**config.mk**
```make
export PLATFORM = sky130hd
export DESIGN_NAME = hpdcache_ctrl
export DESIGN_NICKNAME = d
export VERILOG_FILES = /design/src/verilog/hpdcache_pkg.sv /design/src/verilog/hpdcache_wait_timer.sv /design/src/verilog/hpdcache_ctrl_fsm.sv /design/src/verilog/hpdcache_rtab.sv /design/src/verilog/hpdcache_ctrl_pe.sv /design/src/verilog/hpdcache_perf_counters.sv /design/src/verilog/hpdcache_ctrl.sv
export SDC_FILE = /design/constraint.sdc
export NUM_CORES = 1
export LEC_CHECK = 0
export ABC_AREA = 1
export ABC_CLOCK_PERIOD_IN_PS = 5100
export BUFFER_PORTS_ARGS = -buffer_cell sky130_fd_sc_hd__buf_4
export CORE_MARGIN = 3
export CORE_UTILIZATION = 61
export CTS_CLUSTER_DIAMETER = 40
export DETAILED_ROUTE_END_ITERATION = 10
export GPL_TIMING_DRIVEN = 0
export PLACE_DENSITY_LB_ADDON = 0.3
export SLEW_MARGIN = 25
export SYNTH_ARGS = -nofsm -noshare
export SYNTH_HDL_FRONTEND = slang
export SYNTH_SLANG_ARGS = --single-unit
```
**constraint.sdc**
```tcl
create_clock -name clk_i -period 5.1 [get_ports clk_i]
set_input_delay 1.02 -clock clk_i [delete_from_list [all_inputs] [get_ports clk_i]]
set_output_delay 1.02 -clock clk_i [all_outputs]
set_load 0.01 [all_outputs]
```
**src/verilog/hpdcache_pkg.sv**
```systemverilog
package hpdcache_pkg;

    // Request identifier echoed back on every result strobe
    localparam int unsigned HPDCACHE_ID_WIDTH = 4;

    typedef logic [HPDCACHE_ID_WIDTH-1:0] hpdcache_req_id_t;

    // Core operation carried through arbitration and replay
    typedef enum logic {
        HPDCACHE_OP_LOAD  = 1'b0,
        HPDCACHE_OP_STORE = 1'b1
    } hpdcache_req_op_e;

    // Controller mode
    // Only MODE_RUN lets a new request into stage 1
    typedef enum logic [1:0] {
        MODE_INIT_START  = 2'b00,
        MODE_INIT_WAIT   = 2'b01,
        MODE_RUN         = 2'b10,
        MODE_MISS_HAZARD = 2'b11
    } hpdcache_mode_e;

endpackage

```
**src/verilog/hpdcache_wait_timer.sv**
```systemverilog
module hpdcache_wait_timer #(
    parameter int unsigned WAIT_CYCLES = 8
) (
    input  logic clk_i,
    input  logic rst_n_i,
    input  logic start_i,
    output logic expired_o
);

    localparam int unsigned CNT_WIDTH = $clog2(WAIT_CYCLES + 1);

    // Cycles left before expiry
    // Zero means expired and holds there
    logic [CNT_WIDTH-1:0] cnt_q;

    always_ff @(posedge clk_i) begin
        if (!rst_n_i) begin
            // Nothing to wait for out of reset
            cnt_q <= '0;
        end else if (start_i) begin
            // The start cycle itself is the first waited cycle
            cnt_q <= CNT_WIDTH'(WAIT_CYCLES - 1);
        end else if (cnt_q != '0) begin
            cnt_q <= cnt_q - 1'b1;
        end
    end

    assign expired_o = (cnt_q == '0);

    // Every rise of the expiry traces back to a start exactly WAIT_CYCLES earlier
    assert property (@(posedge clk_i) disable iff (!rst_n_i)
        $rose(expired_o) |-> $past(start_i, WAIT_CYCLES));

endmodule

```
**src/verilog/hpdcache_ctrl_fsm.sv**
```systemverilog
module hpdcache_ctrl_fsm (
    input  logic                         clk_i,
    input  logic                         rst_n_i,
    input  logic                         init_done_i,
    input  logic                         mshr_alloc_i,
    output logic                         init_start_o,
    output hpdcache_pkg::hpdcache_mode_e mode_o
);

    hpdcache_pkg::hpdcache_mode_e mode_q;
    hpdcache_pkg::hpdcache_mode_e mode_d;

    always_comb begin
        mode_d = mode_q;
        case (mode_q)
            // Single cycle to kick the init timer
            hpdcache_pkg::MODE_INIT_START: begin
                mode_d = hpdcache_pkg::MODE_INIT_WAIT;
            end
            // Cache RAMs being cleared
            hpdcache_pkg::MODE_INIT_WAIT: begin
                if (init_done_i) begin
                    mode_d = hpdcache_pkg::MODE_RUN;
                end
            end
            // A fresh MSHR entry blocks the next grant
            hpdcache_pkg::MODE_RUN: begin
                if (mshr_alloc_i) begin
                    mode_d = hpdcache_pkg::MODE_MISS_HAZARD;
                end
            end
            default: begin
                mode_d = hpdcache_pkg::MODE_RUN;
            end
        endcase
    end

    always_ff @(posedge clk_i) begin
        if (!rst_n_i) begin
            mode_q <= hpdcache_pkg::MODE_INIT_START;
        end else begin
            mode_q <= mode_d;
        end
    end

    assign init_start_o = (mode_q == hpdcache_pkg::MODE_INIT_START);
    assign mode_o       = mode_q;

    // The pe never allocates inside the bubble, so the bubble is one cycle long
    assert property (@(posedge clk_i) disable iff (!rst_n_i)
        (mode_q == hpdcache_pkg::MODE_MISS_HAZARD) |->
            !mshr_alloc_i ##1 (mode_q != hpdcache_pkg::MODE_MISS_HAZARD));

endmodule

```
**src/verilog/hpdcache_rtab.sv**
```systemverilog
module hpdcache_rtab #(
    parameter int unsigned RTAB_DEPTH = 4
) (
    input  logic                           clk_i,
    input  logic                           rst_n_i,
    input  logic                           push_i,
    input  hpdcache_pkg::hpdcache_req_op_e push_op_i,
    input  hpdcache_pkg::hpdcache_req_id_t push_id_i,
    input  logic                           push_need_rsp_i,
    input  logic                           pop_i,
    output hpdcache_pkg::hpdcache_req_op_e head_op_o,
    output hpdcache_pkg::hpdcache_req_id_t head_id_o,
    output logic                           head_need_rsp_o,
    output logic                           empty_o,
    output logic                           full_o
);

    localparam int unsigned PTR_WIDTH = (RTAB_DEPTH > 1) ? $clog2(RTAB_DEPTH) : 1;
    localparam int unsigned CNT_WIDTH = $clog2(RTAB_DEPTH + 1);

    // On-hold request storage
    hpdcache_pkg::hpdcache_req_op_e op_q       [RTAB_DEPTH];
    hpdcache_pkg::hpdcache_req_id_t id_q       [RTAB_DEPTH];
    logic                           need_rsp_q [RTAB_DEPTH];

    logic [PTR_WIDTH-1:0] wr_ptr_q;
    logic [PTR_WIDTH-1:0] rd_ptr_q;
    logic [CNT_WIDTH-1:0] cnt_q;

    // Wrap at depth since depth need not be a power of two
    function automatic logic [PTR_WIDTH-1:0] ptr_next(input logic [PTR_WIDTH-1:0] ptr);
        if (ptr == PTR_WIDTH'(RTAB_DEPTH - 1)) begin
            return '0;
        end
        return ptr + 1'b1;
    endfunction

    always_ff @(posedge clk_i) begin
        if (!rst_n_i) begin
            wr_ptr_q <= '0;
            rd_ptr_q <= '0;
            cnt_q    <= '0;
        end else begin
            if (push_i) begin
                wr_ptr_q <= ptr_next(wr_ptr_q);
            end
            if (pop_i) begin
                rd_ptr_q <= ptr_next(rd_ptr_q);
            end
            // Occupancy unchanged on push with pop
            case ({push_i, pop_i})
                2'b10:   cnt_q <= cnt_q + 1'b1;
                2'b01:   cnt_q <= cnt_q - 1'b1;
                default: cnt_q <= cnt_q;
            endcase
        end
    end

    // Rolled-back requests land at the tail like new ones
    always_ff @(posedge clk_i) begin
        if (push_i) begin
            op_q[wr_ptr_q]       <= push_op_i;
            id_q[wr_ptr_q]       <= push_id_i;
            need_rsp_q[wr_ptr_q] <= push_need_rsp_i;
        end
    end

    // Head seen in the same cycle by the arbiter
    assign head_op_o       = op_q[rd_ptr_q];
    assign head_id_o       = id_q[rd_ptr_q];
    assign head_need_rsp_o = need_rsp_q[rd_ptr_q];
    assign empty_o         = (cnt_q == '0);
    assign full_o          = (cnt_q == CNT_WIDTH'(RTAB_DEPTH));

    assert property (@(posedge clk_i) disable iff (!rst_n_i) push_i |-> !full_o);
    assert property (@(posedge clk_i) disable iff (!rst_n_i) pop_i |-> !empty_o);

endmodule

```
**src/verilog/hpdcache_ctrl_pe.sv**
```systemverilog
module hpdcache_ctrl_pe (
    input  logic                           clk_i,
    input  logic                           rst_n_i,
    input  hpdcache_pkg::hpdcache_mode_e   mode_i,
    // Core request port
    input  logic                           core_req_valid_i,
    input  hpdcache_pkg::hpdcache_req_op_e core_req_op_i,
    input  hpdcache_pkg::hpdcache_req_id_t core_req_id_i,
    input  logic                           core_req_need_rsp_i,
    output logic                           core_req_ready_o,
    // Replay table head
    input  hpdcache_pkg::hpdcache_req_op_e rtab_head_op_i,
    input  hpdcache_pkg::hpdcache_req_id_t rtab_head_id_i,
    input  logic                           rtab_head_need_rsp_i,
    input  logic                           rtab_eligible_i,
    input  logic                           rtab_full_i,
    output logic                           rtab_pop_o,
    // Replay table tail
    output logic                           rtab_push_o,
    output hpdcache_pkg::hpdcache_req_op_e rtab_push_op_o,
    output hpdcache_pkg::hpdcache_req_id_t rtab_push_id_o,
    output logic                           rtab_push_need_rsp_o,
    // Stage 1 lookup
    output logic                           st1_req_valid_o,
    output hpdcache_pkg::hpdcache_req_id_t st1_req_id_o,
    input  logic                           st1_dir_hit_i,
    input  logic                           st1_mshr_hit_i,
    input  logic                           st1_mshr_full_i,
    input  logic                           mshr_alloc_ready_i,
    input  logic                           wbuf_write_ready_i,
    // Results
    output logic                           rsp_valid_o,
    output hpdcache_pkg::hpdcache_req_id_t rsp_id_o,
    output logic                           mshr_alloc_o,
    output hpdcache_pkg::hpdcache_req_id_t mshr_alloc_id_o,
    output logic                           wbuf_write_valid_o,
    output hpdcache_pkg::hpdcache_req_id_t wbuf_write_id_o,
    // Events
    output logic                           evt_read_o,
    output logic                           evt_write_o,
    output logic                           evt_miss_o,
    output logic                           evt_hold_o,
    output logic                           evt_stall_o
);

    // Stage 1 register
    logic                           st1_valid_q;
    hpdcache_pkg::hpdcache_req_op_e st1_op_q;
    hpdcache_pkg::hpdcache_req_id_t st1_id_q;
    logic                           st1_need_rsp_q;

    logic st1_hold;
    logic cand_is_load;
    logic grant_ok;
    logic grant;

    // Stage 1 decision picks one disposition per request
    always_comb begin
        rsp_valid_o        = 1'b0;
        mshr_alloc_o       = 1'b0;
        wbuf_write_valid_o = 1'b0;
        st1_hold           = 1'b0;
        evt_read_o         = 1'b0;
        evt_write_o        = 1'b0;
        evt_miss_o         = 1'b0;
        if (st1_valid_q) begin
            if (st1_op_q == hpdcache_pkg::HPDCACHE_OP_LOAD) begin
                if (st1_dir_hit_i) begin
                    rsp_valid_o = st1_need_rsp_q;
                    evt_read_o  = 1'b1;
                end else if (st1_mshr_hit_i || st1_mshr_full_i || !mshr_alloc_ready_i ||
                             mode_i == hpdcache_pkg::MODE_MISS_HAZARD) begin
                    // In the bubble the MSHR lookup missed last cycle's allocation
                    st1_hold = 1'b1;
                end else begin
                    // Miss goes out and the response comes with the refill
                    mshr_alloc_o = 1'b1;
                    evt_read_o   = 1'b1;
                    evt_miss_o   = 1'b1;
                end
            end else begin
                // Store waits behind a pending miss on its line
                if (st1_mshr_hit_i || !wbuf_write_ready_i) begin
                    st1_hold = 1'b1;
                end else begin
                    wbuf_write_valid_o = 1'b1;
                    rsp_valid_o        = st1_need_rsp_q;
                    evt_write_o        = 1'b1;
                    evt_miss_o         = !st1_dir_hit_i;
                end
            end
        end
    end

    // Replay head goes before the core as next stage 1 candidate
    assign cand_is_load = rtab_eligible_i ? (rtab_head_op_i == hpdcache_pkg::HPDCACHE_OP_LOAD)
                                          : (core_req_op_i == hpdcache_pkg::HPDCACHE_OP_LOAD);

    // Store writes the data RAM this cycle so a load cannot read it
    assign grant_ok = (mode_i == hpdcache_pkg::MODE_RUN) && !st1_hold &&
                      !(wbuf_write_valid_o && cand_is_load);

    assign rtab_pop_o = grant_ok && rtab_eligible_i;

    // A held core request needs a free slot in the table
    assign core_req_ready_o = grant_ok && !rtab_eligible_i && core_req_valid_i && !rtab_full_i;

    assign grant = rtab_pop_o || core_req_ready_o;

    always_ff @(posedge clk_i) begin
        if (!rst_n_i) begin
            st1_valid_q <= 1'b0;
        end else begin
            st1_valid_q <= grant;
        end
    end

    always_ff @(posedge clk_i) begin
        if (rtab_pop_o) begin
            st1_op_q       <= rtab_head_op_i;
            st1_id_q       <= rtab_head_id_i;
            st1_need_rsp_q <= rtab_head_need_rsp_i;
        end else if (core_req_ready_o) begin
            st1_op_q       <= core_req_op_i;
            st1_id_q       <= core_req_id_i;
            st1_need_rsp_q <= core_req_need_rsp_i;
        end
    end

    // Held request goes back to the tail
    assign rtab_push_o          = st1_hold;
    assign rtab_push_op_o       = st1_op_q;
    assign rtab_push_id_o       = st1_id_q;
    assign rtab_push_need_rsp_o = st1_need_rsp_q;

    assign st1_req_valid_o = st1_valid_q;
    assign st1_req_id_o    = st1_id_q;
    assign rsp_id_o        = st1_id_q;
    assign mshr_alloc_id_o = st1_id_q;
    assign wbuf_write_id_o = st1_id_q;

    assign evt_hold_o  = st1_hold;
    assign evt_stall_o = core_req_valid_i && !core_req_ready_o;

    // Allocation opens the hazard, then stage 1 drains
    assert property (@(posedge clk_i) disable iff (!rst_n_i)
        mshr_alloc_o |=> (mode_i == hpdcache_pkg::MODE_MISS_HAZARD) ##1 !st1_req_valid_o);

endmodule

```
**src/verilog/hpdcache_perf_counters.sv**
```systemverilog
module hpdcache_perf_counters #(
    parameter int unsigned PERF_CNT_WIDTH = 16
) (
    input  logic                      clk_i,
    input  logic                      rst_n_i,
    input  logic                      evt_read_i,
    input  logic                      evt_write_i,
    input  logic                      evt_miss_i,
    input  logic                      evt_hold_i,
    input  logic                      evt_stall_i,
    output logic [PERF_CNT_WIDTH-1:0] cnt_read_o,
    output logic [PERF_CNT_WIDTH-1:0] cnt_write_o,
    output logic [PERF_CNT_WIDTH-1:0] cnt_miss_o,
    output logic [PERF_CNT_WIDTH-1:0] cnt_hold_o,
    output logic [PERF_CNT_WIDTH-1:0] cnt_stall_o
);

    localparam int unsigned NB_EVT = 5;

    logic [NB_EVT-1:0]         evt;
    logic [PERF_CNT_WIDTH-1:0] cnt_q [NB_EVT];

    // Bit order matches the output list
    assign evt = {evt_stall_i, evt_hold_i, evt_miss_i, evt_write_i, evt_read_i};

    always_ff @(posedge clk_i) begin
        if (!rst_n_i) begin
            for (int i = 0; i < NB_EVT; i++) begin
                cnt_q[i] <= '0;
            end
        end else begin
            // Stick at all ones instead of wrapping
            for (int i = 0; i < NB_EVT; i++) begin
                if (evt[i] && !(&cnt_q[i])) begin
                    cnt_q[i] <= cnt_q[i] + 1'b1;
                end
            end
        end
    end

    assign cnt_read_o  = cnt_q[0];
    assign cnt_write_o = cnt_q[1];
    assign cnt_miss_o  = cnt_q[2];
    assign cnt_hold_o  = cnt_q[3];
    assign cnt_stall_o = cnt_q[4];

endmodule

```
**src/verilog/hpdcache_ctrl.sv**
```systemverilog
module hpdcache_ctrl #(
    parameter int unsigned RTAB_DEPTH     = 4,
    parameter int unsigned RETRY_CYCLES   = 8,
    parameter int unsigned INIT_CYCLES    = 16,
    parameter int unsigned PERF_CNT_WIDTH = 16
) (
    input  logic                           clk_i,
    input  logic                           rst_n_i,
    // Core request port
    input  logic                           core_req_valid_i,
    input  hpdcache_pkg::hpdcache_req_op_e core_req_op_i,
    input  hpdcache_pkg::hpdcache_req_id_t core_req_id_i,
    input  logic                           core_req_need_rsp_i,
    output logic                           core_req_ready_o,
    // Stage 1 lookup
    output logic                           st1_req_valid_o,
    output hpdcache_pkg::hpdcache_req_id_t st1_req_id_o,
    input  logic                           st1_dir_hit_i,
    input  logic                           st1_mshr_hit_i,
    input  logic                           st1_mshr_full_i,
    input  logic                           mshr_alloc_ready_i,
    input  logic                           wbuf_write_ready_i,
    // Results
    output logic                           rsp_valid_o,
    output hpdcache_pkg::hpdcache_req_id_t rsp_id_o,
    output logic                           mshr_alloc_o,
    output hpdcache_pkg::hpdcache_req_id_t mshr_alloc_id_o,
    output logic                           wbuf_write_valid_o,
    output hpdcache_pkg::hpdcache_req_id_t wbuf_write_id_o,
    // Counters
    output logic [PERF_CNT_WIDTH-1:0]      cnt_read_o,
    output logic [PERF_CNT_WIDTH-1:0]      cnt_write_o,
    output logic [PERF_CNT_WIDTH-1:0]      cnt_miss_o,
    output logic [PERF_CNT_WIDTH-1:0]      cnt_hold_o,
    output logic [PERF_CNT_WIDTH-1:0]      cnt_stall_o
);

    hpdcache_pkg::hpdcache_mode_e   mode;
    logic                           init_start, init_done;
    logic                           rtab_push, rtab_pop, rtab_empty, rtab_full;
    logic                           rtab_eligible, retry_expired;
    hpdcache_pkg::hpdcache_req_op_e rtab_push_op, rtab_head_op;
    hpdcache_pkg::hpdcache_req_id_t rtab_push_id, rtab_head_id;
    logic                           rtab_push_need_rsp, rtab_head_need_rsp;
    logic                           evt_read, evt_write, evt_miss, evt_hold, evt_stall;

    hpdcache_ctrl_fsm i_ctrl_fsm (
        .clk_i, .rst_n_i,
        .init_done_i (init_done), .mshr_alloc_i (mshr_alloc_o),
        .init_start_o(init_start), .mode_o(mode)
    );

    hpdcache_wait_timer #(.WAIT_CYCLES(INIT_CYCLES)) i_init_timer (
        .clk_i, .rst_n_i, .start_i(init_start), .expired_o(init_done)
    );

    // Each push pushes back replay of the whole table
    hpdcache_wait_timer #(.WAIT_CYCLES(RETRY_CYCLES)) i_retry_timer (
        .clk_i, .rst_n_i, .start_i(rtab_push), .expired_o(retry_expired)
    );

    assign rtab_eligible = !rtab_empty && retry_expired;

    hpdcache_rtab #(.RTAB_DEPTH(RTAB_DEPTH)) i_rtab (
        .clk_i, .rst_n_i,
        .push_i(rtab_push), .push_op_i(rtab_push_op), .push_id_i(rtab_push_id),
        .push_need_rsp_i(rtab_push_need_rsp), .pop_i(rtab_pop),
        .head_op_o(rtab_head_op), .head_id_o(rtab_head_id),
        .head_need_rsp_o(rtab_head_need_rsp), .empty_o(rtab_empty), .full_o(rtab_full)
    );

    hpdcache_ctrl_pe i_ctrl_pe (
        .clk_i, .rst_n_i, .mode_i(mode),
        .core_req_valid_i, .core_req_op_i, .core_req_id_i, .core_req_need_rsp_i,
        .core_req_ready_o,
        .rtab_head_op_i(rtab_head_op), .rtab_head_id_i(rtab_head_id),
        .rtab_head_need_rsp_i(rtab_head_need_rsp), .rtab_eligible_i(rtab_eligible),
        .rtab_full_i(rtab_full), .rtab_pop_o(rtab_pop),
        .rtab_push_o(rtab_push), .rtab_push_op_o(rtab_push_op),
        .rtab_push_id_o(rtab_push_id), .rtab_push_need_rsp_o(rtab_push_need_rsp),
        .st1_req_valid_o, .st1_req_id_o,
        .st1_dir_hit_i, .st1_mshr_hit_i, .st1_mshr_full_i, .mshr_alloc_ready_i,
        .wbuf_write_ready_i,
        .rsp_valid_o, .rsp_id_o, .mshr_alloc_o, .mshr_alloc_id_o,
        .wbuf_write_valid_o, .wbuf_write_id_o,
        .evt_read_o(evt_read), .evt_write_o(evt_write), .evt_miss_o(evt_miss),
        .evt_hold_o(evt_hold), .evt_stall_o(evt_stall)
    );

    hpdcache_perf_counters #(.PERF_CNT_WIDTH(PERF_CNT_WIDTH)) i_perf_counters (
        .clk_i, .rst_n_i,
        .evt_read_i(evt_read), .evt_write_i(evt_write), .evt_miss_i(evt_miss),
        .evt_hold_i(evt_hold), .evt_stall_i(evt_stall),
        .cnt_read_o, .cnt_write_o, .cnt_miss_o, .cnt_hold_o, .cnt_stall_o
    );

endmodule

```
# Word level (Yosys, flattened, before mapping)
# Memories as Yosys holds them, arrays and structs flattened. A register that Yosys moved wholly into a read port is not among the register bits.
# Index checks and enable logic that the tools add are counted.
# totals
input_bits	14
ram_bits	104
wordCells	172
ff_bits	25
out_inout_bits	101
memories	4
# mem_list
name	words	word_bits	read_ports	rd_clocked_by_memory_dff	write_ports	line	text
i_perf_counters.cnt_q	5	16	5	0	5	hpdcache_perf_counters.sv:21	logic [PERF_CNT_WIDTH-1:0] cnt_q [NB_EVT];
i_rtab.id_q	4	4	1	1	1	hpdcache_rtab.sv:23	hpdcache_pkg::hpdcache_req_id_t id_q [RTAB_DEPTH];
i_rtab.need_rsp_q	4	1	1	1	1	hpdcache_rtab.sv:24	logic need_rsp_q [RTAB_DEPTH];
i_rtab.op_q	4	1	1	1	1	hpdcache_rtab.sv:22	hpdcache_pkg::hpdcache_req_op_e op_q [RTAB_DEPTH];
# classes
bitwise	8
mux	76
n_reduce_logical	51
eq_ne	10
add_sub_neg	11
# ops
cell	n
$add 16x1->16 const B	5
$mux 16	5
$reduce_and 16->1	5
$mux 1	51
$mux 2	12
$mux 4	4
$logic_and 1x1->1	14
$logic_not 1->1	14
$eq 2x2->1 const B	5
$reduce_bool 2->1	4
$mux 3	2
$pmux 2 s3	1
$pmux 3 s2	1
$logic_not 5->1	1
$logic_or 1x1->1	5
$or 1x1->1	5
$reduce_bool 5->1	1
$sub 5x1->5 const B	1
$add 2x1->2 const B	2
$eq 2x1->1 const B	2
$logic_not 4->1	1
$reduce_bool 4->1	1
$reduce_or 2->1	2
$sub 4x1->4 const B	1
other kinds (9)	11

# Longest topological paths before layout
# Gate-level depths: netlist of the first run.
# logic_depth
depth_word	20
depth_mapped	16
mapped_depth_nobuf	16

# Modules after synthesis
# Synthesis of the first run repeated with hierarchy kept, for this count alone.
# hier_totals
hier_cells	798
hier_area_um2	7742.4
# modules_own_cells
mod	area_each_um2	seq_area_each_um2	cells_each	n_inst
hpdcache_perf_counters	5112.4	2402.3	506	1
hpdcache_rtab	1358.8	900.9	118	1
hpdcache_ctrl_pe	674.4	200.2	87	1
hpdcache_wait_timer at i_init_timer	287.8	100.1	43	1
hpdcache_wait_timer at i_retry_timer	224.0	80.1	32	1
hpdcache_ctrl_fsm	75.1	40.0	10	1
hpdcache_ctrl	10.0	0.0	2	1

# Worst setup path before layout of the first run
# Ideal clock, no wire load.
# synth_path
path_kind	input -> register
from	input port mshr_alloc_ready_i
to	register i_rtab.cnt_q[2]
cell_stages	15
arrival_time_ns	2.829
required_time_ns	4.978
setup_ns	0.122
path_buffers	0
setup_slack_ns	2.149
cell_sequence	inv_1 > nor2_1 > nand3_1 > inv_1 > nor2_2 > nor2_1 > nand3_1 > inv_1 > ha_1 > inv_1 > fa_1 > a21oi_1 > o21ai_0 > o21ai_0 > a21oi_1
# synth_between
elab_chain_cells	13
# synth_rtl
element	line	text
start, declared	hpdcache_ctrl.sv:21	input logic mshr_alloc_ready_i,
$logic_not 1->1 *	hpdcache_ctrl_pe.sv:71	end else if (st1_mshr_hit_i || st1_mshr_full_i || !mshr_alloc_ready_i ||
$logic_or 1x1->1 * (2 in a row)	hpdcache_ctrl_pe.sv:71	
$mux 1 *	hpdcache_ctrl_pe.sv:71	
$mux 1 *	hpdcache_ctrl_pe.sv:68	if (st1_dir_hit_i) begin
$mux 1 *	hpdcache_ctrl_pe.sv:67	if (st1_op_q == hpdcache_pkg::HPDCACHE_OP_LOAD) begin
$mux 1 *	hpdcache_ctrl_pe.sv:66	if (st1_valid_q) begin
$logic_not 1->1	hpdcache_ctrl_pe.sv:100	assign grant_ok = (mode_i == hpdcache_pkg::MODE_RUN) && !st1_hold &&
$logic_and 1x1->1 (2 in a row)	hpdcache_ctrl_pe.sv:100	
$logic_and 1x1->1	hpdcache_ctrl_pe.sv:103	assign rtab_pop_o = grant_ok && rtab_eligible_i;
$eq 2x1->1 / $eq 2x2->1 (equally long branches)	hpdcache_rtab.sv:51	case ({push_i, pop_i})
$pmux 3 s2 / $reduce_bool 2->1 (equally long branches)	-	
end signal, assigned	hpdcache_rtab.sv:52	2'b10: cnt_q <= cnt_q + 1'b1;
end signal, assigned	hpdcache_rtab.sv:53	2'b01: cnt_q <= cnt_q - 1'b1;
end signal, assigned	hpdcache_rtab.sv:54	default: cnt_q <= cnt_q;
end, declared	hpdcache_rtab.sv:28	logic [CNT_WIDTH-1:0] cnt_q;
# Every way passes the cells marked *; elsewhere a longest branch is shown, timed or not.
# A chain may end at the register's enable or synchronous reset.

# Final worst setup path of the first run
# layout_path
from	input port st1_mshr_hit_i
to	output port core_req_ready_o
# layout_between
elab_chain_cells	13
# layout_rtl
element	line	text
start, declared	hpdcache_ctrl.sv:19	input logic st1_mshr_hit_i,
$logic_or 1x1->1 (3 in a row)	hpdcache_ctrl_pe.sv:71	
$mux 1	hpdcache_ctrl_pe.sv:71	
$mux 1	hpdcache_ctrl_pe.sv:68	
$mux 1	hpdcache_ctrl_pe.sv:67	
$mux 1	hpdcache_ctrl_pe.sv:66	
$logic_not 1->1	hpdcache_ctrl_pe.sv:100	
$logic_and 1x1->1	hpdcache_ctrl_pe.sv:100	
$logic_and 1x1->1 *	hpdcache_ctrl_pe.sv:100	
$logic_and 1x1->1 * (3 in a row)	hpdcache_ctrl_pe.sv:106	assign core_req_ready_o = grant_ok && !rtab_eligible_i && core_req_valid_i && !rtab_full_i;
end, declared	hpdcache_ctrl.sv:14	output logic core_req_ready_o,
# Marked as above.

==> summary.txt, run 1 <==
Final setup margin: 1.95 ns
Clock latency on the worst-skew pair: 0.42 ns
Critical Path, Cell by Cell: buf_4 > nor2_1 > nand3_1 > inv_1 > nor2_2 > nor2_1 > nand3_2 > inv_1 > buf_4
Clk pwr share: 42.5%
Top-level port count: 115
Die ar.: 13000 µm²
CTS tree: done
Iteration-0 DRC count of the detailed router: 524
CP endpoint kind: primary output
Clock sinks: 131
Via density: 5.61
Die W: 114 µm
Sw frac: 25.2%
Highest clock rate: 318 MHz
Synth Warn #: 0
Worst-Margin Slew: 0.703 ns
Share of power burned in registers: 46.5%
Cell Int Power: 2.07 mW
Outcome: complete, no violations
Num rows: 38
PostCTS Resize Cnt: 0
Crit-path max cell delay: 0.17 ns
CTS buffer count: 17
Core Box Area: 11100 µm²
Crit Path Class: in -> out
IO Port Bufs: 113
Worst-path fanout max: 4
Global route total overflow: 0
DRT Pass-1 Iters: 5
H-tree depth: 4
Final Max Tran Viols: 0
Buffer and inverter count on the worst path: 4
Async S/R FF share, synth: 0%
Clock Tree Buf Depth: 2
Sw Pwr: 697 µW
Unrepaired setup endpoints after global routing: false
Final wirelength: 16600 µm
Hold Buf Count CTS: 0
LEAKAGE: 3.55 nW
Via count: 5755
Dpl hpwl: 11700 µm
Placed insts: 993
Final Skew: 0.0121 ns
CTS clk-pin slew, worst paths: 0.06 ns
Slowest stage cell on the critical path: nand3_2
Syn Nets: 769
Die H: 114 µm
Worst hold path type: reg -> reg
Share of the synthesized area in the top cell type: 46.5%
Largest net degree at the start of global routing: 17
Comb pwr share: 11.0%
Biggest area consumer among synthesized cells: edfxtp_1
TNS Setup: 0 ns
GRT Util Overall: 26.1%
Layout Nets: 901
Worst IR Drop VDD: 0.000210 V
Fin. Hold Viols: 0
Maximum Capacitance Violations: 0
Antenna Nets Post-Route: 0
# diodes: 0
Post-synth EDFFs: 110
Relative slew slack: 53.0%
Initial antenna violation count: 0
Worst EP arrival: 2.13 ns
Sequential element share of the synthesized area: 52.4%
Area growth syn-to-layout: 22.4%
Overall Power: 2.77 mW
Final period util: 61.8%
Family with the most delay on the worst path: simple AND/OR/NAND/NOR gates
Pwr dens: 319 nW/µm²
Initial Util: 63.8%
Postcts setup bufs: 0
Layout cells sized above 1: 23.4%
Final Setup Violations: 0
DRC Markers: 0
Commonest non-fill, non-tap cells in the layout: buf_4, nand2_1, edfxtp_1
Critical path required time: 4.08 ns
Syn Std Cell Area: 7100 µm²
Most common cell after layout, fill and taps aside: buf_4
Synthesized area per cell: 9.60 µm²
Routability cong.: 0.849
First-pass GRT wire length: 26800 µm
CP Launch Type: input port
Pre-CTS WS: 1.66 ns
Crit path time final: 3.15 ns
Top FF cell, synth: edfxtp_1
Post-synth cell types: 34
DR WL/cell: 16.2 µm
Number of global-route vias before repair: 5616
Post-Layout Cell Count: 1025
Synth Instances: 740
Most area-consuming cells after synthesis: edfxtp_1, nand2_1, dfxtp_1
Fin util: 78.1%
#FFs+latches synth: 131
Root buf cell: clkbuf_16
## worst register-to-register path: cells and delay by family, from the launching register on
kind,cells,cell delay (ns)
AO/OA/AOI/OAI,4,0.48
flip-flops,1,0.50
adder cells (fa/ha/maj),2,0.64
AND/OR/NAND/NOR,5,0.67
buffers and inverters,3,0.44
## power by group through the flow
stage	clock, mW	sequential, mW	combinational (mW)
2_1_floorplan	0	1.31	0.178
3_3_place_gp	0	1.30	0.287
3_5_place_dp	0	1.31	0.301
4_1_cts	1.18	1.29	0.305
5_1_grt	1.23	1.30	0.336
6_report	1.18	1.29	0.304
## synthesized netlist by cell type, types with 2 or more instances
library cell	number
a21oi_1	80
buf_4	13
inv_1	89
edfxtp_1	110
nand2_2	3
ha_1	14
xnor2_1	34
o22ai_1	6
buf_6	16
nor3_1	17
nand3_1	31
nor2_2	3
clkbuf_1	4
nand4_1	11
o21ai_0	22
nand3_2	4
nor2_1	72
and3_1	3
nor2_4	3
xor2_1	37
nand2_1	118
buf_2	2
dfxtp_1	21
a21oi_2	17
## kinds of logic after synthesis
kind of cell / Yosys count / synth area share [%]
and+or+nand+nor: 271 / 17.0
adders and majority gates: 15 / 2.75
xor gates and xnor gates: 71 / 8.76
DFF: 131 / 52.4
AOI/OAI and AO/OA: 127 / 10.0
buffers and inverters: 125 / 9.02
## worst paths after layout
kind | start | endpoint | slack, ns | cells after the start
worst max-delay path | st1_mshr_hit_i | core_req_ready_o | 1.95 | 9
worst min-delay path | i_init_timer.cnt_q[4] | i_init_timer.cnt_q[4] | 0.45 | 2
worst max register to register | i_ctrl_pe.rtab_push_op_o | i_rtab.cnt_q[2] | 2.25 | 14
worst min register to register | i_init_timer.cnt_q[4] | i_init_timer.cnt_q[4] | 0.45 | 2
## stage by stage
stage	instance area (µm²)	hold slack, ns
floorplan	7100	0.424
global placement	8120	0.432
detailed placement	8120	0.436
CTS	8690	0.448
global route	8690	0.457
finish	8690	0.450
## layer usage
| metal | share of wire, % | GRT usage, % |
|---|---|---|
| met1 | 40 | 32.8 |
| met2 | 51 | 44.4 |
| met3 | 6.6 | 5.46 |
| met4 | 2.5 | 9.98 |
| met5 | 0 | 0 |
## flip-flops by register name (all words and copies together) (netlist names), 3 cells and up, named ones only
signal and cells:
i_rtab.cnt_q 3, i_rtab.op_q 4, i_ctrl_pe.mshr_alloc_id_o 4, i_retry_timer.cnt_q 4, i_perf_counters.cnt_q 80, i_init_timer.cnt_q 5, i_rtab.id_q 16, i_rtab.need_rsp_q 4
## area by class of cell
cell class | count | area, µm²
clock buffers | 18 | 429
well taps | 140 | 175
multi-input cells | 484 | 2740
fillers | 725 | 2430
plain buffers | 35 | 303
flip-flops and latches | 131 | 3720
repair buffers | 113 | 848
clock inverters | 14 | 139
inverters | 90 | 338
Power figures use the tool's default switching activity.
==> run 2, diff against run 1 <==
--- a/config.mk
+++ b/config.mk
@@ -6,10 +6,10 @@
 export NUM_CORES = 1
 export LEC_CHECK = 0
 export ABC_AREA = 1
-export ABC_CLOCK_PERIOD_IN_PS = 5100
+export ABC_CLOCK_PERIOD_IN_PS = 2600
 export BUFFER_PORTS_ARGS = -buffer_cell sky130_fd_sc_hd__buf_4
 export CORE_MARGIN = 3
-export CORE_UTILIZATION = 61
+export CORE_UTILIZATION = 52
 export CTS_CLUSTER_DIAMETER = 40
 export DETAILED_ROUTE_END_ITERATION = 10
 export GPL_TIMING_DRIVEN = 0
==> constraint.sdc (replaced) <==
create_clock -name clk_i -period 2.6 [get_ports clk_i]
set_input_delay 0.52 -clock clk_i [delete_from_list [all_inputs] [get_ports clk_i]]
set_output_delay 0.52 -clock clk_i [all_outputs]
set_load 0.01 [all_outputs]
==> summary.txt, run 2 (synthesized netlist as in run 1, its figures left out) <==
# diodes: 0 (unchanged)
Final period util: 96.8%
Final Max Tran Viols: 0 (unchanged)
Largest regs: i_perf_counters.cnt_q (80), i_rtab.id_q (16), i_init_timer.cnt_q (5)
First-pass GRT wire length: 24600 µm (-8.4%)
Initial Util: 53.4% (-10 points)
Worst hold path type: in -> reg
Die ar.: 15100 µm² (+16%)
Crit-path max cell delay: 0.47 ns (+0.30 ns)
Pwr dens: 614 nW/µm² (+93%)
CTS tree: done
Via count: 5459 (-5.1%)
WHS: 0.381 ns (-0.0686 ns)
Area growth syn-to-layout: 23.7%
Global route total overflow: 0 (unchanged)
Outcome: complete, no violations
GRT Util Overall: 20.9% (-5.2 points)
Commonest non-fill, non-tap cells in the layout: buf_4, nand2_1, edfxtp_1
Clock sinks: 131 (unchanged)
CP endpoint kind: flop
Worst EP arrival: 2.82 ns (+0.69 ns)
Top-level port count: 115 (unchanged)
Fin. Hold Viols: 0 (unchanged)
Largest net degree at the start of global routing: 17 (unchanged)
Critical path required time: 2.90 ns (-1.18 ns)
Crit path time final: 2.52 ns
DR WL/cell: 14.7 µm (-9.3%)
Relative slew slack: 53.6% (+0.56 points)
Dpl hpwl: 11000 µm (-6.0%)
Iteration-0 DRC count of the detailed router: 295 (-44%)
Initial antenna violation count: 0 (unchanged)
Num rows: 42 (+11%)
Crit Path Class: reg -> reg
Core Box Area: 13300 µm² (+20%)
IO Port Bufs: 113 (unchanged)
Min-delay src: core_req_id_i[0]
DRT Pass-1 Iters: 5 (unchanged)
H-tree depth: 4 (unchanged)
CTS buffer count: 17 (unchanged)
Clock latency on the worst-skew pair: 0.42 ns (about the same)
Routability cong.: 0.882 (+3.8%)
Maximum Capacitance Violations: 0 (unchanged)
Pre-CTS WS: -0.368 ns (-2.03 ns)
Number of global-route vias before repair: 5106 (-9.1%)
CP Launch Point: i_retry_timer.cnt_q[0]
Overall Power: 5.39 mW (+95%)
Highest clock rate: 397 MHz
Antenna Nets Post-Route: 0 (unchanged)
Hold Buf Count CTS: 0 (unchanged)
Final setup margin: 0.0838 ns (-1.87 ns)
LEAKAGE: 3.57 nW (+0.56%)
Fin util: 66.1% (-12 points)
R2r startpoint: i_retry_timer.cnt_q[0]
Slowest stage cell on the critical path: fa_1
Die H: 123 µm (+7.9%)
Worst-path fanout max: 6 (+2)
Final Setup Violations: 0 (unchanged)
Via density: 5.13 (-8.6%)
Die W: 123 µm (+7.9%)
Root buf cell: clkbuf_16
CTS clk-pin slew, worst paths: 0.05 ns (about the same)
CP Launch Type: flop
Final wirelength: 15600 µm (-5.9%)
Reg with most FFs: i_perf_counters.cnt_q
Fillers: 1075 (+48%)
Worst IR Drop VDD: 0.000391 V (+86%)
Worst-Margin Slew: 0.695 ns (-0.00831 ns)
Final Skew: 0.00877 ns (-0.00330 ns)
Layout Nets: 904 (+0.33%)
Critical Path, Cell by Cell: inv_1 > ha_1 > nand2_4 > inv_2 > nand2_1 > nand2_1 > nand3_1 > nand3_2 > inv_2 > ha_1 > inv_1 > fa_1 > a21oi_2 > o21ai_1 > o21ai_1 > a21oi_1
Largest register FFs: 80 (unchanged)
Clock Tree Buf Depth: 2 (unchanged)
DRC Markers: 0 (unchanged)
Layout cells sized above 1: 24.7% (+1.3 points)
Most common cell after layout, fill and taps aside: buf_4
==> run 2: area by class of cell <==
cell class	instances	area [µm²]	area share [%]
multi-input combinational	484	2760	31.5
tap	176	220	2.51
clock buffer	20	457	5.20
clock inverter	12	108	1.23
timing repair buffer	116	871	9.92
sequential	131	3720	42.4
inverter	90	338	3.85
buffer	35	303	3.45
==> run 2: routing by layer <==
layer  part of all wire, %  GRT usage (%)  up-vias  wire length, µm
li1                      -              -     2740                -
met1                    44           27.4     2569             6920
met2                    49           34.3      133             7710
met3                   5.3           5.44       17              819
met4                  0.95           5.74        0              148
met5                     0              0        -                0
==> run 2: final timing paths <==
| kind | endpoint | slack, ns | cells past startpoint |
|---|---|---|---|
| setup / recovery | i_rtab.cnt_q[2] | 0.08 | 16 |
| setup reg to reg | i_rtab.cnt_q[2] | 0.08 | 16 |
| hold / removal | i_ctrl_pe.mshr_alloc_id_o[0] | 0.38 | 3 |
| hold reg to reg | i_init_timer.cnt_q[4] | 0.46 | 2 |
==> run 2: per-stage QoR <==
stage,instances,setup TNS (ns),area (µm²)
3_3_place_gp,1029,-0.594,8170
4_1_cts,1064,0,8760
3_5_place_dp,1029,-1.13,8170
5_1_grt,1064,-0.0381,8780
2_1_floorplan,740,0,7100
6_report,1064,0,8780
==> run 2: timing repair <==
item                       4_1_cts  5_1_grt
gates resized for setup          1        9
hold endpoints to repair         0        0
gates cloned                     0        0
setup buffers                    3        0
setup endpoints to repair        1       17
pin swaps                        0        1
==> run 2: power by group <==
part | internal (mW) | switching, mW | total, mW
sequential | 2.40 | 0.124 | 2.52
combinational | 0.271 | 0.336 | 0.607
clock | 1.36 | 0.903 | 2.27
total | 4.03 | 1.36 | 5.39
==> run 2: worst max-delay path: cells and delay by family, from the launching register on <==
family,cells,cell delay (ns)
flip-flops,1,0.36
AND/OR/NAND/NOR,5,0.51
buffers and inverters,4,0.30
adder cells (fa/ha/maj),3,0.83
AO/OA/AOI/OAI,4,0.39
==> run 3, diff against run 2 <==
--- a/config.mk
+++ b/config.mk
@@ -14,6 +14,7 @@
 export DETAILED_ROUTE_END_ITERATION = 10
 export GPL_TIMING_DRIVEN = 0
 export PLACE_DENSITY_LB_ADDON = 0.3
+export RECOVER_POWER = 25
 export SLEW_MARGIN = 25
 export SYNTH_ARGS = -nofsm -noshare
 export SYNTH_HDL_FRONTEND = slang
==> summary.txt, run 3 (synthesized netlist as in run 1, its figures left out) <==
Outcome: complete, no violations
Multi-input gate area: 2760 µm² (unchanged)
Largest regs: i_perf_counters.cnt_q (80), i_rtab.id_q (16), i_init_timer.cnt_q (5)
Most common cell after layout, fill and taps aside: nand2_1
First-pass GRT wire length: 24600 µm (unchanged)
Fin util: 64.4% (-1.6 points)
Layout cells sized above 1: 18.2% (-6.4 points)
Initial antenna violation count: 0 (unchanged)
Crit-path max cell delay: 0.47 ns (about the same)
Routability cong.: 0.882 (unchanged)
DRT Pass-1 Iters: 5 (unchanged)
CTS tree: done
Final period util: 96.5% (-0.32 points)
Final Setup Violations: 0 (unchanged)
Critical Path, Cell by Cell: inv_1 > ha_1 > nand2_4 > inv_2 > nand2_1 > nand2_1 > nand3_1 > nand3_2 > inv_2 > ha_1 > inv_1 > fa_1 > a21oi_2 > o21ai_1 > o21ai_1 > a21oi_1
Relative slew slack: 53.0% (-0.53 points)
Die ar.: 15100 µm² (unchanged)
H-tree depth: 4 (unchanged)
Post-route cell area: 8570 µm² (-2.4%)
Critical path required time: 2.90 ns (about the same)
LEAKAGE: 3.35 nW (-6.1%)
Via density: 5.11 (-0.35%)
Reg with most FFs: i_perf_counters.cnt_q
Worst-Margin Slew: 0.703 ns (+0.00797 ns)
Root buf cell: clkbuf_16
CP endpoint kind: flop
Worst IR Drop VDD: 0.000396 V (+1.3%)
Num rows: 42 (unchanged)
Dpl hpwl: 11000 µm (unchanged)
Largest net degree at the start of global routing: 17 (unchanged)
Fillers: 1129 (+5.0%)
# diodes: 0 (unchanged)
Number of global-route vias before repair: 5106 (unchanged)
CTS buffer count: 17 (unchanged)
Core Box Area: 13300 µm² (unchanged)
CP Launch Type: flop
Final wirelength: 15600 µm (-0.30%)
Iteration-0 DRC count of the detailed router: 266 (-9.8%)
Clock Tree Buf Depth: 2 (unchanged)
Largest register FFs: 80 (unchanged)
IO Port Bufs: 113 (unchanged)
Initial Util: 53.4% (unchanged)
Commonest non-fill, non-tap cells in the layout: nand2_1, edfxtp_1, inv_1
Antenna Nets Post-Route: 0 (unchanged)
Area growth syn-to-layout: 20.7%
Pwr dens: 625 nW/µm² (+1.8%)
Via count: 5440 (-0.35%)
FF/Latch Area: 3720 µm² (unchanged)
Highest clock rate: 399 MHz (+0.33%)
Crit path time final: 2.51 ns (-0.00839 ns)
CTS clk-pin slew, worst paths: 0.06 ns (about the same)
Fin. Hold Viols: 0 (unchanged)
Clock sinks: 131 (unchanged)
Die H: 123 µm (unchanged)
DRC Markers: 0 (unchanged)
Overall Power: 5.36 mW (-0.69%)
Global route total overflow: 0 (unchanged)
Layout Nets: 904 (unchanged)
DR WL/cell: 14.6 µm (-0.30%)
Worst hold path type: in -> reg
GRT Util Overall: 20.9% (unchanged)
Worst EP arrival: 2.81 ns (about the same)
Crit Path Class: reg -> reg
Final Skew: 0.0114 ns (+0.00258 ns)
Final Max Tran Viols: 0 (unchanged)
Slowest stage cell on the critical path: fa_1
Worst-path fanout max: 6 (unchanged)
Clock latency on the worst-skew pair: 0.42 ns (about the same)
Die W: 123 µm (unchanged)
Maximum Capacitance Violations: 0 (unchanged)
Top-level port count: 115 (unchanged)
Placed Area: 8170 µm² (unchanged)
-- run 3: cell type report --
type | count | share of cell area, %
clock buffers | 20 | 5.33
repair buffers | 116 | 7.67
multi-input cells | 484 | 32.2
plain buffers | 35 | 3.53
inverters | 90 | 3.94
flip-flops and latches | 131 | 43.5
well taps | 176 | 2.57
clock inverters | 12 | 1.26
-- run 3: final timing paths --
check	start	slack, ns	cells after the start	end
worst max-delay path	i_retry_timer.cnt_q[0]	0.09	16	i_rtab.cnt_q[2]
worst min-delay path	core_req_id_i[0]	0.37	3	i_ctrl_pe.mshr_alloc_id_o[0]
worst min register to register	i_init_timer.cnt_q[4]	0.46	2	i_init_timer.cnt_q[4]
worst max register to register	i_retry_timer.cnt_q[0]	0.09	16	i_rtab.cnt_q[2]
-- run 3: where the power goes --
part	internal [mW]	switching (mW)
combinational	0.233	0.336
sequential	2.40	0.123
clock	1.36	0.905
-- run 3: what timing repair did --
item / CTS / global route
endpoints found under the hold margin: 0 / 0
setup buffers: 3 / 0
hold buffers: 0 / 0
resized for setup: 1 / 9
endpoints found under the setup margin: 1 / 17
pin swaps: 0 / 1
-- run 3: stage by stage --
stage,cells,TNS (ns),hold slack [ns],setup slack [ns]
CTS,1064,0,0.365,0.0172
floorplan,740,0,0.424,0.149
detailed placement,1029,-1.13,0.448,-0.368
global route,1064,-0.0381,0.388,-0.0381
global placement,1029,-0.594,0.434,-0.347
finish,1064,0,0.374,0.0922
-- run 3: critical path: cells and delay by family, from the launching register on --
family | cells | cell delay (ns)
fa+ha+maj | 3 | 0.83
simple gates | 5 | 0.51
compound gates | 4 | 0.39
flops | 1 | 0.36
buf+inv | 4 | 0.29
-- run 3: per-layer routing --
layer | vias up | track usage [%] | routed length (µm)
li1 | 2733 | - | -
met2 | 137 | 34.3 | 7640
met3 | 16 | 5.44 | 762
met5 | - | 0 | 0
met1 | 2554 | 27.4 | 6990
met4 | 0 | 5.74 | 155
